## src/hw/cpuPkg.sv

```systemverilog
package cpuPkg;

    typedef logic [31:0] word_t;
    typedef logic [4:0]  regAddr_t;
    typedef logic [3:0]  byteEn_t;
    typedef logic [4:0]  shamt_t;
    typedef logic [15:0] imm_t;

    parameter word_t ResetVector = 32'hBFC00000;

    // Primary opcodes
    typedef enum logic [5:0] {
        opSpecial = 6'b000000,
        opRegimm  = 6'b000001,
        opJ       = 6'b000010,
        opBeq     = 6'b000100,
        opBne     = 6'b000101,
        opBlez    = 6'b000110,
        opBgtz    = 6'b000111,
        opAddiu   = 6'b001001,
        opSlti    = 6'b001010,
        opSltiu   = 6'b001011,
        opAndi    = 6'b001100,
        opOri     = 6'b001101,
        opXori    = 6'b001110,
        opLui     = 6'b001111,
        opLb      = 6'b100000,
        opLw      = 6'b100011,
        opLbu     = 6'b100100,
        opSb      = 6'b101000,
        opSw      = 6'b101011
    } opcode_t;

    // Function field of R-type
    typedef enum logic [5:0] {
        fnSll  = 6'b000000,
        fnSrl  = 6'b000010,
        fnSra  = 6'b000011,
        fnSllv = 6'b000100,
        fnSrlv = 6'b000110,
        fnSrav = 6'b000111,
        fnJr   = 6'b001000,
        fnAddu = 6'b100001,
        fnSubu = 6'b100011,
        fnAnd  = 6'b100100,
        fnOr   = 6'b100101,
        fnXor  = 6'b100110,
        fnSlt  = 6'b101010,
        fnSltu = 6'b101011
    } func_t;

    typedef enum logic [4:0] {
        rtBltz = 5'b00000,
        rtBgez = 5'b00001
    } regimmOp_t;

    typedef enum logic [2:0] {
        fetchSt     = 3'd0,
        decodeSt    = 3'd1,
        execSt      = 3'd2,
        memSt       = 3'd3,
        writeBackSt = 3'd4,
        haltedSt    = 3'd7
    } cpuState_t;

    typedef enum logic [3:0] {
        aluAnd, aluOr, aluXor, aluAdd, aluSub, aluSlt, aluSltu, aluSll,
        aluSrl, aluSra, aluSllv, aluSrlv, aluSrav, aluLui, aluPassA
    } aluOp_t;

    typedef enum logic [3:0] {
        brNone, brEq, brNe, brLez, brGtz, brGez, brLtz, brJump, brJumpReg
    } branchKind_t;

    typedef struct packed {
        aluOp_t      aluOp;
        logic        useImm;
        logic        zeroExtImm;
        logic        regWrite;
        regAddr_t    destReg;
        logic        memRead;
        logic        memWrite;
        logic        byteAccess;
        logic        loadUnsigned;
        branchKind_t branchKind;
        shamt_t      shamt;
    } decodedCtrl_t;

endpackage

```

## src/hw/regFile.sv

```systemverilog
`timescale 1ns/100ps

module regFile (
    input  logic            clk,
    input  logic            reset,
    input  logic            decodePhase,
    input  cpuPkg::regAddr_t rdAddrA,
    input  cpuPkg::regAddr_t rdAddrB,
    input  logic            wrEn,
    input  cpuPkg::regAddr_t wrAddr,
    input  cpuPkg::word_t    wrData,
    output cpuPkg::word_t    rdDataA,
    output cpuPkg::word_t    rdDataB,
    output cpuPkg::word_t    registerV0
);
    import cpuPkg::*;

    word_t regs [32];

    // All registers clear on reset
    always_ff @(posedge clk) begin
        if (reset) begin
            for (int i = 0; i < 32; i++) begin
                regs[i] <= '0;
            end
        end else if (wrEn && wrAddr != '0) begin
            regs[wrAddr] <= wrData;
        end
    end

    // Operands held from decode through write-back
    always_ff @(posedge clk) begin
        if (decodePhase) begin
            rdDataA <= (rdAddrA == '0) ? '0 : regs[rdAddrA];
            rdDataB <= (rdAddrB == '0) ? '0 : regs[rdAddrB];
        end
    end

    assign registerV0 = regs[2];

endmodule

```

## src/hw/alu.sv

```systemverilog
`timescale 1ns/100ps

module alu (
    input  cpuPkg::aluOp_t op,
    input  cpuPkg::word_t  a,
    input  cpuPkg::word_t  b,
    input  cpuPkg::shamt_t shamt,
    output cpuPkg::word_t  result,
    output logic           zero
);
    import cpuPkg::*;

    shamt_t varShift;

    // Variable shifts take the amount from rs
    assign varShift = a[4:0];

    always_comb begin
        case (op)
            aluAnd: begin
                result = a & b;
            end
            aluOr: begin
                result = a | b;
            end
            aluXor: begin
                result = a ^ b;
            end
            aluAdd: begin
                result = a + b;
            end
            aluSub: begin
                result = a - b;
            end
            aluSlt: begin
                result = {31'b0, $signed(a) < $signed(b)};
            end
            aluSltu: begin
                result = {31'b0, a < b};
            end
            aluSll:  result = b << shamt;
            aluSrl:  result = b >> shamt;
            aluSra:  result = word_t'($signed(b) >>> shamt);
            aluSllv: result = b << varShift;
            aluSrlv: result = b >> varShift;
            aluSrav: result = word_t'($signed(b) >>> varShift);
            aluLui: begin
                result = {b[15:0], 16'b0};
            end
            // Compare-with-zero branches look at rs itself
            aluPassA: result = a;
            default:  result = '0;
        endcase
    end

    assign zero = (result == '0);

endmodule

```

## src/hw/instrDecoder.sv

```systemverilog
`timescale 1ns/100ps

module instrDecoder (
    input  logic                 clk,
    input  logic                 reset,
    input  logic                 decodePhase,
    input  cpuPkg::word_t        readdata,
    output cpuPkg::decodedCtrl_t ctrl,
    output cpuPkg::word_t        immExt,
    output logic [25:0]          jumpIndex
);
    import cpuPkg::*;

    decodedCtrl_t next;
    imm_t         imm;

    assign imm = readdata[15:0];

    always_comb begin
        next = '0;
        next.shamt = readdata[10:6];
        // I-type writes rt
        next.destReg = readdata[20:16];
        case (opcode_t'(readdata[31:26]))
            opSpecial: begin
                next.destReg = readdata[15:11];
                next.regWrite = 1'b1;
                case (func_t'(readdata[5:0]))
                    fnSll:  next.aluOp = aluSll;
                    fnSrl:  next.aluOp = aluSrl;
                    fnSra:  next.aluOp = aluSra;
                    fnSllv: next.aluOp = aluSllv;
                    fnSrlv: next.aluOp = aluSrlv;
                    fnSrav: next.aluOp = aluSrav;
                    fnAddu: next.aluOp = aluAdd;
                    fnSubu: next.aluOp = aluSub;
                    fnAnd:  next.aluOp = aluAnd;
                    fnOr:   next.aluOp = aluOr;
                    fnXor:  next.aluOp = aluXor;
                    fnSlt:  next.aluOp = aluSlt;
                    fnSltu: next.aluOp = aluSltu;
                    fnJr: begin
                        next.regWrite = 1'b0;
                        next.branchKind = brJumpReg;
                    end
                    default: next.regWrite = 1'b0;
                endcase
            end
            opRegimm: begin
                next.aluOp = aluPassA;
                case (regimmOp_t'(readdata[20:16]))
                    rtBgez:  next.branchKind = brGez;
                    rtBltz:  next.branchKind = brLtz;
                    default: next.branchKind = brNone;
                endcase
            end
            opJ: next.branchKind = brJump;
            opBeq: begin
                next.aluOp = aluSub;
                next.branchKind = brEq;
            end
            opBne: begin
                next.aluOp = aluSub;
                next.branchKind = brNe;
            end
            opBlez: begin
                next.aluOp = aluPassA;
                next.branchKind = brLez;
            end
            opBgtz: begin
                next.aluOp = aluPassA;
                next.branchKind = brGtz;
            end
            opAddiu, opSlti, opSltiu, opAndi, opOri, opXori, opLui: begin
                next.useImm = 1'b1;
                next.regWrite = 1'b1;
                case (opcode_t'(readdata[31:26]))
                    opSlti:  next.aluOp = aluSlt;
                    opSltiu: next.aluOp = aluSltu;
                    opAndi:  next.aluOp = aluAnd;
                    opOri:   next.aluOp = aluOr;
                    opXori:  next.aluOp = aluXor;
                    opLui:   next.aluOp = aluLui;
                    default: next.aluOp = aluAdd;
                endcase
                next.zeroExtImm = next.aluOp inside {aluAnd, aluOr, aluXor};
            end
            opLb, opLbu, opLw: begin
                next.aluOp = aluAdd;
                next.useImm = 1'b1;
                next.regWrite = 1'b1;
                next.memRead = 1'b1;
                next.byteAccess = (readdata[31:26] != opLw);
                next.loadUnsigned = (readdata[31:26] == opLbu);
            end
            opSb, opSw: begin
                next.aluOp = aluAdd;
                next.useImm = 1'b1;
                next.memWrite = 1'b1;
                next.byteAccess = (readdata[31:26] == opSb);
            end
            default: next = '0;
        endcase
    end

    always_ff @(posedge clk) begin
        if (reset) begin
            ctrl <= '0;
        end else if (decodePhase) begin
            ctrl <= next;
        end
    end

    always_ff @(posedge clk) begin
        if (decodePhase) begin
            immExt <= next.zeroExtImm ? {16'b0, imm} : {{16{imm[15]}}, imm};
            jumpIndex <= readdata[25:0];
        end
    end

endmodule

```

## src/hw/loadStore.sv

```systemverilog
`timescale 1ns/100ps

module loadStore (
    input  logic                 fetchPhase,
    input  logic                 memPhase,
    input  cpuPkg::decodedCtrl_t ctrl,
    input  cpuPkg::word_t        pc,
    input  cpuPkg::word_t        aluResult,
    input  cpuPkg::word_t        storeData,
    input  cpuPkg::word_t        readdata,
    output cpuPkg::word_t        address,
    output cpuPkg::word_t        writedata,
    output cpuPkg::word_t        loadData,
    output cpuPkg::byteEn_t      byteenable,
    output logic                 read,
    output logic                 write
);
    import cpuPkg::*;

    word_t      rawAddr;
    logic [1:0] lane;
    logic [7:0] loadByte;

    assign rawAddr = fetchPhase ? pc : aluResult;
    assign address = {rawAddr[31:2], 2'b00};
    assign lane = aluResult[1:0];

    assign read = fetchPhase || (memPhase && ctrl.memRead);
    assign write = memPhase && ctrl.memWrite;

    // Byte lanes only narrow for byte accesses in the memory phase
    always_comb begin
        if (memPhase && ctrl.byteAccess) begin
            byteenable = byteEn_t'(4'b0001 << lane);
        end else begin
            byteenable = 4'b1111;
        end
    end

    // SB puts the byte on every lane and lets byteenable pick one
    assign writedata = ctrl.byteAccess ? {4{storeData[7:0]}} : storeData;

    assign loadByte = readdata[8*lane +: 8];

    always_comb begin
        if (!ctrl.byteAccess) begin
            loadData = readdata;
        end else if (ctrl.loadUnsigned) begin
            loadData = {24'b0, loadByte};
        end else begin
            loadData = {{24{loadByte[7]}}, loadByte};
        end
    end

endmodule

```

## src/hw/cpuControl.sv

```systemverilog
`timescale 1ns/100ps

module cpuControl #(
    parameter cpuPkg::word_t resetVector = cpuPkg::ResetVector
) (
    input  logic                 clk,
    input  logic                 reset,
    input  logic                 waitrequest,
    input  cpuPkg::decodedCtrl_t ctrl,
    input  cpuPkg::word_t        immExt,
    input  logic [25:0]          jumpIndex,
    input  cpuPkg::word_t        rdDataA,
    input  cpuPkg::word_t        aluResult,
    input  logic                 aluZero,
    input  cpuPkg::word_t        loadData,
    output cpuPkg::word_t        pc,
    output logic                 fetchPhase,
    output logic                 decodePhase,
    output logic                 memPhase,
    output logic                 wbStrobe,
    output cpuPkg::word_t        wbData,
    output logic                 active
);
    import cpuPkg::*;

    cpuState_t state;
    word_t     pcPlus4;
    word_t     branchTarget;
    word_t     target;
    word_t     loadHold;
    logic      memAccess;
    logic      takeBranch;
    // Taken branch waiting for its delay slot, then target due next
    logic      branchTaken;
    logic      jumpNext;

    assign pcPlus4 = pc + 32'd4;
    assign branchTarget = pcPlus4 + {immExt[29:0], 2'b00};
    assign memAccess = ctrl.memRead || ctrl.memWrite;

    // Address zero halts instead of being fetched
    assign fetchPhase = (state == fetchSt) && (pc != '0);
    assign decodePhase = (state == decodeSt);
    assign memPhase = (state == memSt);
    assign wbStrobe = (state == writeBackSt) && ctrl.regWrite;
    assign wbData = ctrl.memRead ? loadHold : aluResult;

    always_comb begin
        case (ctrl.branchKind)
            brEq:    takeBranch = aluZero;
            brNe:    takeBranch = !aluZero;
            brLez:   takeBranch = aluResult[31] || aluZero;
            brGtz:   takeBranch = !aluResult[31] && !aluZero;
            brGez:   takeBranch = !aluResult[31];
            brLtz:   takeBranch = aluResult[31];
            default: takeBranch = 1'b0;
        endcase
    end

    always_ff @(posedge clk) begin
        if (reset) begin
            state <= fetchSt;
            pc <= resetVector;
            active <= 1'b1;
            branchTaken <= 1'b0;
            jumpNext <= 1'b0;
        end else begin
            case (state)
                fetchSt: begin
                    if (pc == '0) begin
                        active <= 1'b0;
                        state <= haltedSt;
                    end else if (!waitrequest) begin
                        state <= decodeSt;
                    end
                end
                decodeSt: state <= execSt;
                execSt: begin
                    if (ctrl.branchKind == brJump) begin
                        branchTaken <= 1'b1;
                        target <= {pcPlus4[31:28], jumpIndex, 2'b00};
                    end else if (ctrl.branchKind == brJumpReg) begin
                        branchTaken <= 1'b1;
                        target <= rdDataA;
                    end
                    state <= memSt;
                end
                memSt: begin
                    if (takeBranch) begin
                        branchTaken <= 1'b1;
                        target <= branchTarget;
                    end
                    if (!(memAccess && waitrequest)) begin
                        state <= writeBackSt;
                    end
                end
                writeBackSt: begin
                    // Delay slot runs first, then the saved target
                    if (branchTaken) begin
                        branchTaken <= 1'b0;
                        jumpNext <= 1'b1;
                        pc <= pcPlus4;
                    end else if (jumpNext) begin
                        jumpNext <= 1'b0;
                        pc <= target;
                    end else begin
                        pc <= pcPlus4;
                    end
                    state <= fetchSt;
                end
                default: state <= haltedSt;
            endcase
        end
    end

    always_ff @(posedge clk) begin
        if (memPhase && !waitrequest) begin
            loadHold <= loadData;
        end
    end

endmodule

```

## src/hw/mipsCpuBus.sv

```systemverilog
`timescale 1ns/100ps

module mipsCpuBus #(
    parameter cpuPkg::word_t resetVector = cpuPkg::ResetVector
) (
    input  logic             clk,
    input  logic             reset,
    output logic             active,
    output cpuPkg::word_t    registerV0,
    output cpuPkg::word_t    address,
    output logic             write,
    output logic             read,
    input  logic             waitrequest,
    output cpuPkg::word_t    writedata,
    output cpuPkg::byteEn_t  byteenable,
    input  cpuPkg::word_t    readdata
);
    import cpuPkg::*;

    decodedCtrl_t ctrl;
    word_t        immExt, rdDataA, rdDataB, aluB, aluResult, loadData, pc, wbData;
    logic [25:0]  jumpIndex;
    logic         aluZero, fetchPhase, decodePhase, memPhase, wbStrobe;

    // Second ALU operand is the immediate or rt
    assign aluB = ctrl.useImm ? immExt : rdDataB;

    cpuControl #(.resetVector(resetVector)) u_control (
        .clk, .reset, .waitrequest, .ctrl, .immExt, .jumpIndex, .rdDataA,
        .aluResult, .aluZero, .loadData, .pc, .fetchPhase, .decodePhase,
        .memPhase, .wbStrobe, .wbData, .active
    );

    instrDecoder u_decoder (
        .clk, .reset, .decodePhase, .readdata, .ctrl, .immExt, .jumpIndex
    );

    regFile u_regs (
        .clk, .reset, .decodePhase,
        .rdAddrA(readdata[25:21]), .rdAddrB(readdata[20:16]),
        .wrEn(wbStrobe), .wrAddr(ctrl.destReg), .wrData(wbData),
        .rdDataA, .rdDataB, .registerV0
    );

    alu u_alu (
        .op(ctrl.aluOp), .a(rdDataA), .b(aluB), .shamt(ctrl.shamt),
        .result(aluResult), .zero(aluZero)
    );

    loadStore u_loadStore (
        .fetchPhase, .memPhase, .ctrl, .pc, .aluResult, .storeData(rdDataB),
        .readdata, .address, .writedata, .loadData, .byteenable, .read, .write
    );

endmodule

```

## config.mk

```make
export PLATFORM = sky130hd
export DESIGN_NAME = mipsCpuBus
export DESIGN_NICKNAME = d
export VERILOG_FILES = /design/src/hw/cpuPkg.sv /design/src/hw/regFile.sv /design/src/hw/alu.sv /design/src/hw/instrDecoder.sv /design/src/hw/loadStore.sv /design/src/hw/cpuControl.sv /design/src/hw/mipsCpuBus.sv
export SDC_FILE = /design/constraint.sdc
export NUM_CORES = 2
export LEC_CHECK = 0
export BUFFER_PORTS_ARGS = -buffer_cell sky130_fd_sc_hd__buf_4
export CORE_ASPECT_RATIO = 2
export CORE_MARGIN = 2
export CORE_UTILIZATION = 58
export CTS_CLUSTER_SIZE = 10
export DETAILED_ROUTE_END_ITERATION = 12
export PLACE_DENSITY_LB_ADDON = 0.25
export SYNTH_ARGS = -nofsm -noshare
export SYNTH_HDL_FRONTEND = slang
export SYNTH_HIERARCHICAL = 1
export SYNTH_SLANG_ARGS = --single-unit
```

## constraint.sdc

```tcl
create_clock -name clk -period 8 [get_ports clk]
set_input_delay 1.6 -clock clk [delete_from_list [all_inputs] [get_ports clk]]
set_output_delay 1.6 -clock clk [all_outputs]
set_load 0.005 [all_outputs]
```

# [Yosys cells after proc, flatten, opt, wreduce, memory -nomap -nowiden]
# Memories as Yosys holds them, arrays and structs flattened. A register that Yosys moved wholly into a read port is not among the register bits.
# Cells that the tools add are included.
[totals] regBits=169 ram_bits=1024 inputBits=35 output_inout_bits=103 elab_cells=198 mem_count=1
[mem_list] memory="u_regs.regs" words=32 word_bits=32 rd=3 rd_ports_with_merged_regs=2 write_ports=32 line_no="regFile.sv:18" source="word_t regs [32];"
[classes] add_sub_neg=4 magnitude_cmp=2 eq_ne=65 shift=8 n_mux=49 n_bitwise=4 reduce_logical=45
[ops] op="$pmux W32 S15" n=1
[ops] op="$mux W32" n=12
[ops] op="$eq A6 B6 Y1 const B" n=12
[ops] op="$add A32 B32 Y32" n=2
[ops] op="$logic_not A32 Y1" n=2
[ops] op="$lt A32 B32 Y1" n=2
[ops] op="$pmux W32 S2" n=1
[ops] op="$shl A32 B5 Y32" n=2
[ops] op="$shr A32 B5 Y32" n=2
[ops] op="$sshr A32 B5 Y32" n=2
[ops] op="$eq A6 B4 Y1 const B" n=8
[ops] op="$pmux W4 S12" n=1
[ops] op="$eq A6 B3 Y1 const B" n=7
[ops] op="$add A32 B3 Y32 const B" n=1
[ops] op="$and A32 B32 Y32" n=1
[ops] op="$eq A4 B3 Y1 const B" n=8
[ops] op="$eq A4 B4 Y1 const B" n=8
[ops] op="$or A32 B32 Y32" n=1
[ops] op="$reduce_bool A32 Y1" n=1
[ops] op="$reduce_or A32 Y1" n=1
[ops] op="$shiftx A32 B6 Y8" n=1
[ops] op="$sub A32 B32 Y32" n=1
[ops] op="$xor A32 B32 Y32" n=1
[ops] op="$pmux W4 S7" n=1
[ops] op="48 further kinds" n=98

# [Depth between registers and ports, before layout]
[logic_depth] ltp_word=9 ltp_mapped=26 depth_no_buf=23

# [Hierarchy]
# The synthesis kept the hierarchy.
[by_module_without_submodules] module="regFile" n_inst=1 cells_each=4041 area_each_um2=57552.7 seq_area_each_um2=32671.3
[by_module_without_submodules] module="alu" n_inst=1 cells_each=1821 area_each_um2=12251.8 seq_area_each_um2=0.0
[by_module_without_submodules] module="cpuControl" n_inst=1 cells_each=879 area_each_um2=7359.6 seq_area_each_um2=2682.6
[by_module_without_submodules] module="instrDecoder" n_inst=1 cells_each=296 area_each_um2=2790.2 seq_area_each_um2=1311.3
[by_module_without_submodules] module="loadStore" n_inst=1 cells_each=214 area_each_um2=1425.1 seq_area_each_um2=0.0
[by_module_without_submodules] module="mipsCpuBus" n_inst=1 cells_each=36 area_each_um2=544.3 seq_area_each_um2=0.0

# [Worst setup path before layout]
# No wires, ideal clock.
[synth_timing] path_type="flip-flop to flip-flop" startpoint="reg, netlist name u_decoder/ctrl[20]" endpoint="reg u_control.target[0], enable pin" setup_ns=0.421 t_arrival_ns=6.780 path_slack_ns=0.799 stages_incl_launch_ff=24 path_buffers=4 period_less_slack_ns=7.201 path_cell_list="dfxtp_1 buf_6 buf_12 mux2_4 clkbuf_1 inv_1 ha_1 clkbuf_1 or4_1 nor4b_1 o21ai_0 a31oi_1 a221oi_1 o221ai_1 nand3_1 or3_1 or4_1 or4_1 nor3_2 mux2_2 a22oi_1 o21ai_0 o311ai_0 nor2_1"
[synth_between] elab_chain_len=9 elab_cells_between_ends=23
[synth_rtl] item="$mux W32 (*)" line_no="mipsCpuBus.sv:26" source="assign aluB = ctrl.useImm ? immExt : rdDataB;"
[synth_rtl] item="via aluB[14]" line_no="mipsCpuBus.sv:21" source="word_t immExt, rdDataA, rdDataB, aluB, aluResult, loadData, pc, wbData;"
[synth_rtl] item="$lt A32 B32 Y1, or another cell as far along" line_no="alu.sv:39" source="result = {31'b0, a < b};"
[synth_rtl] item="$pmux W32 S15 (*)" line_no="alu.sv:19" source="case (op)"
[synth_rtl] item="via aluResult[0]" line_no="mipsCpuBus.sv:21"
[synth_rtl] item="$logic_not A32 Y1 (*)" line_no="alu.sv:56" source="assign zero = (result == '0);"
[synth_rtl] item="via aluZero" line_no="mipsCpuBus.sv:23" source="logic aluZero, fetchPhase, decodePhase, memPhase, wbStrobe;"
[synth_rtl] item="$logic_not A1 Y1" line_no="cpuControl.sv:51, cpuControl.sv:53"
[synth_rtl] item="$logic_and A1 B1 Y1" line_no="cpuControl.sv:53" source="brGtz: takeBranch = !aluResult[31] && !aluZero;"
[synth_rtl] item="$pmux W1 S6 (*)" line_no="cpuControl.sv:49" source="case (ctrl.branchKind)"
[synth_rtl] item="$ne A2 B2 Y1 (no source line) (*)"
[synth_rtl] item="$reduce_and A4 Y1 (no source line) (*)"
[synth_rtl] item="end signal: assignment" line_no="cpuControl.sv:81" source="target <= {pcPlus4[31:28], jumpIndex, 2'b00};"
[synth_rtl] item="end signal: assignment" line_no="cpuControl.sv:84" source="target <= rdDataA;"
[synth_rtl] item="end signal: assignment" line_no="cpuControl.sv:91" source="target <= branchTarget;"
[synth_rtl] item="end: declaration" line_no="cpuControl.sv:29" source="word_t target;"
# The timed path passes the listed nets; every way through them passes the cells marked *.
# A chain may end at the register's enable or synchronous reset.

# [Worst setup path after layout]
[layout_timing] startpoint="reg, netlist name u_decoder/ctrl[22]" endpoint="reg u_control.target[2], enable pin"
[layout_between] elab_chain_len=8 elab_cells_between_ends=24
[layout_rtl] item="$eq A4 B4 Y1, or another cell as far along" line_no="alu.sv:19"
[layout_rtl] item="$pmux W32 S15 (*)" line_no="alu.sv:19"
[layout_rtl] item="via aluResult[4]" line_no="mipsCpuBus.sv:21"
[layout_rtl] item="$logic_not A32 Y1 (*)" line_no="alu.sv:56"
[layout_rtl] item="via aluZero" line_no="mipsCpuBus.sv:23"
[layout_rtl] item="$logic_not A1 Y1" line_no="cpuControl.sv:51, cpuControl.sv:53"
[layout_rtl] item="$logic_and A1 B1 Y1" line_no="cpuControl.sv:53"
[layout_rtl] item="$pmux W1 S6 (*)" line_no="cpuControl.sv:49"
[layout_rtl] item="$ne A2 B2 Y1 (no source line) (*)"
[layout_rtl] item="$reduce_and A4 Y1 (no source line) (*)"
# Marked as above.

==> flow_summary.json <==
{
  "r2r-start": "u_decoder/ctrl[22]$_SDFFE_PP0P_",
  "viasPerCell": 7.53,
  "r2r_end": "u_control/target[2]$_DFFE_PP_",
  "grt_use_met3_pct": 16.9,
  "die_h_um": 535,
  "synth_cells": 7284,
  "cts_tree": "built",
  "fmax_mhz": 128,
  "grt_usage_pct": 49.1,
  "path_clk_slew_ps": 60,
  "dieArea_sq_mm": 0.144,
  "finalSetupViolations": 0,
  "tns_ps": 0,
  "antenna_found_initial": 31,
  "clock_skew_ps": 94.9,
  "ir_drop_uv": 230,
  "regArea_sq_mm": 0.0367,
  "cts_resized": 0,
  "areaGrowthSynthToFinish_pct": 7.85,
  "worstSetupPathType": "reg2reg",
  "syn-cell-area_sq_mm": 0.0819,
  "fin_hold_ws_ps": 463,
  "routed_wl_mm": 363,
  "design.portCount": 138,
  "avgSynthCellArea_sq_um": 11.2,
  "chipWidth_um": 270,
  "rows": 195,
  "root_buffer": "clkbuf_16",
  "cp-end-kind": "flip-flop",
  "drv_cap": 0,
  "min_period_ps": 7820,
  "slew_viol_final": 0,
  "required_ps": 8490,
  "postRouteAntennaNets": 0,
  "gp_congestion": 1.12,
  "rsz0062_at_grt": "no",
  "post_cts_buffers": 0,
  "hold_violations": 0,
  "min_to": "u_control/active$_SDFFE_PP1P_",
  "power_density_mw_per_mm2": 205,
  "max-clock-path-buffers": 4,
  "rrSetupSlack_ps": 180,
  "ctsHoldBuffers": 0,
  "multi_input_area_sq_mm": 0.0412,
  "path_max_fanout": 32,
  "wl_per_cell_um": 39.9,
  "first_iter_violations": 11944,
  "finalCritPeriodShare_pct": 97.7,
  "top_usage_layer": "met2",
  "grt_pass1_wl_mm": 500,
  "cp-start-kind": "flip-flop",
  "initial_utilization_pct": 58.3,
  "leakage_nw": 34.0,
  "mostFrequentLayoutCells": "edfxtp_1, and2_1, mux2i_1, nand2_1, buf_4",
  "gr-total-overflow": 0,
  "worstHoldStart": "u_control/active$_SDFFE_PP1P_",
  "max_slew_margin_pct": 7.20,
  "dpl.hpwl_mm": 242,
  "cp.arrival_ps": 8300,
  "coreArea_sq_mm": 0.141,
  "cts_made_buffers": 150,
  "grt.met1_usage_pct": 58.4,
  "vias": 68569,
  "first_pass_iters": 9,
  "nets": 7359,
  "drc": 0,
  "nFillCells": 10998,
  "layout_commonest_cell": "edfxtp_1",
  "synth_warnings": 6,
  "min_path_cells": 1,
  "hold_class": "reg2reg",
  "drive_gt1_share_pct": 18.1,
  "grt_max_degree": 98,
  "rr_worst_depth": 18,
  "cts_htree_levels": 4,
  "status": "complete, no violations",
  "met2_usage_pct": 71.4,
  "clkSinkCount": 1241,
  "worstMarginPinSlew_ps": 1390,
  "io_buffers": 135,
  "grt_pass1_vias": 65641,
  "insertion_delay_ps": 840
}
## sequential cells by signal, summed over array words and instances, names as in the netlist
name	cells
u_regs/regs	1024
u_control/loadHold	32
u_control/pc	32
u_control/target	32
u_regs/rdDataA	32
u_regs/rdDataB	32
u_decoder/ctrl	24
u_decoder/immExt	16
u_decoder/jumpIndex	11
u_control/state	3
u_control/active	1
u_control/branchTaken	1
u_control/jumpNext	1
## final cells by class
type | count | area share (%)
inverter | 178 | 0.757
clock inverter | 6 | 0.0666
antenna | 20 | 0.0567
clock buffer | 172 | 4.43
timing repair buffer | 440 | 3.86
tap | 1871 | 2.65
multi-input combinational | 5173 | 46.7
sequential | 1241 | 41.5
## worst max-delay path: stages, from the launching register on
cell and delay, ps:
dfxtp_1 740, nand4b_4 360, mux2i_2 1050, mux2i_1 230
mux2i_1 700, o211ai_1 250, or4_1 550, or4_1 610
nor4_1 410, buf_4 190, nand4_1 170, or4_1 640
nor3_2 360, mux2_2 390, a22oi_1 220, o21ai_0 100
o311ai_0 200, nor2_2 100, buf_12 220
## per-layer routing
metal	vias up	routed length, um
li1	26997	-
met1	33316	119000
met2	6501	153000
met3	1739	52700
met4	16	38800
met5	-	129
## stage by stage
stage | instance area [sq um] | instances | setup WS, ps | util (%) | power, mW
final | 88300 | 9101 | 184 | 62.8 | 18.1
after global routing | 88300 | 9084 | 110 | 62.8 | 18.3
after CTS | 88300 | 9081 | 474 | 62.8 | 17.8
after detailed placement | 84300 | 8903 | 522 | 60.0 | 11.9
after global placement | 84300 | 8903 | 423 | 60.0 | 11.9
after floorplan | 82000 | 7316 | 799 | - | 9.99
## report_power, final
part	switching, mW	internal, mW	leakage (nW)
clock	2.59	3.40	1.94
sequential	0.259	7.38	12.5
combinational	3.18	1.30	19.6
## worst max path at each step
stage                                     from                             to  slack (ps)  depth (start not counted)
2_1_floorplan  u_decoder/ctrl[20]$_SDFFE_PP0P_  u_control/target[0]$_DFFE_PP_         800                         23
3_3_place_gp   u_decoder/ctrl[22]$_SDFFE_PP0P_  u_control/target[2]$_DFFE_PP_         420                         18
3_5_place_dp   u_decoder/ctrl[22]$_SDFFE_PP0P_  u_control/target[2]$_DFFE_PP_         520                         18
4_1_cts        u_decoder/ctrl[22]$_SDFFE_PP0P_  u_control/target[4]$_DFFE_PP_         470                         18
5_1_grt        u_decoder/ctrl[22]$_SDFFE_PP0P_  u_control/target[2]$_DFFE_PP_         110                         20
6_report       u_decoder/ctrl[22]$_SDFFE_PP0P_  u_control/target[2]$_DFFE_PP_         180                         18
Note: power is estimated with default switching activity, not from simulation.
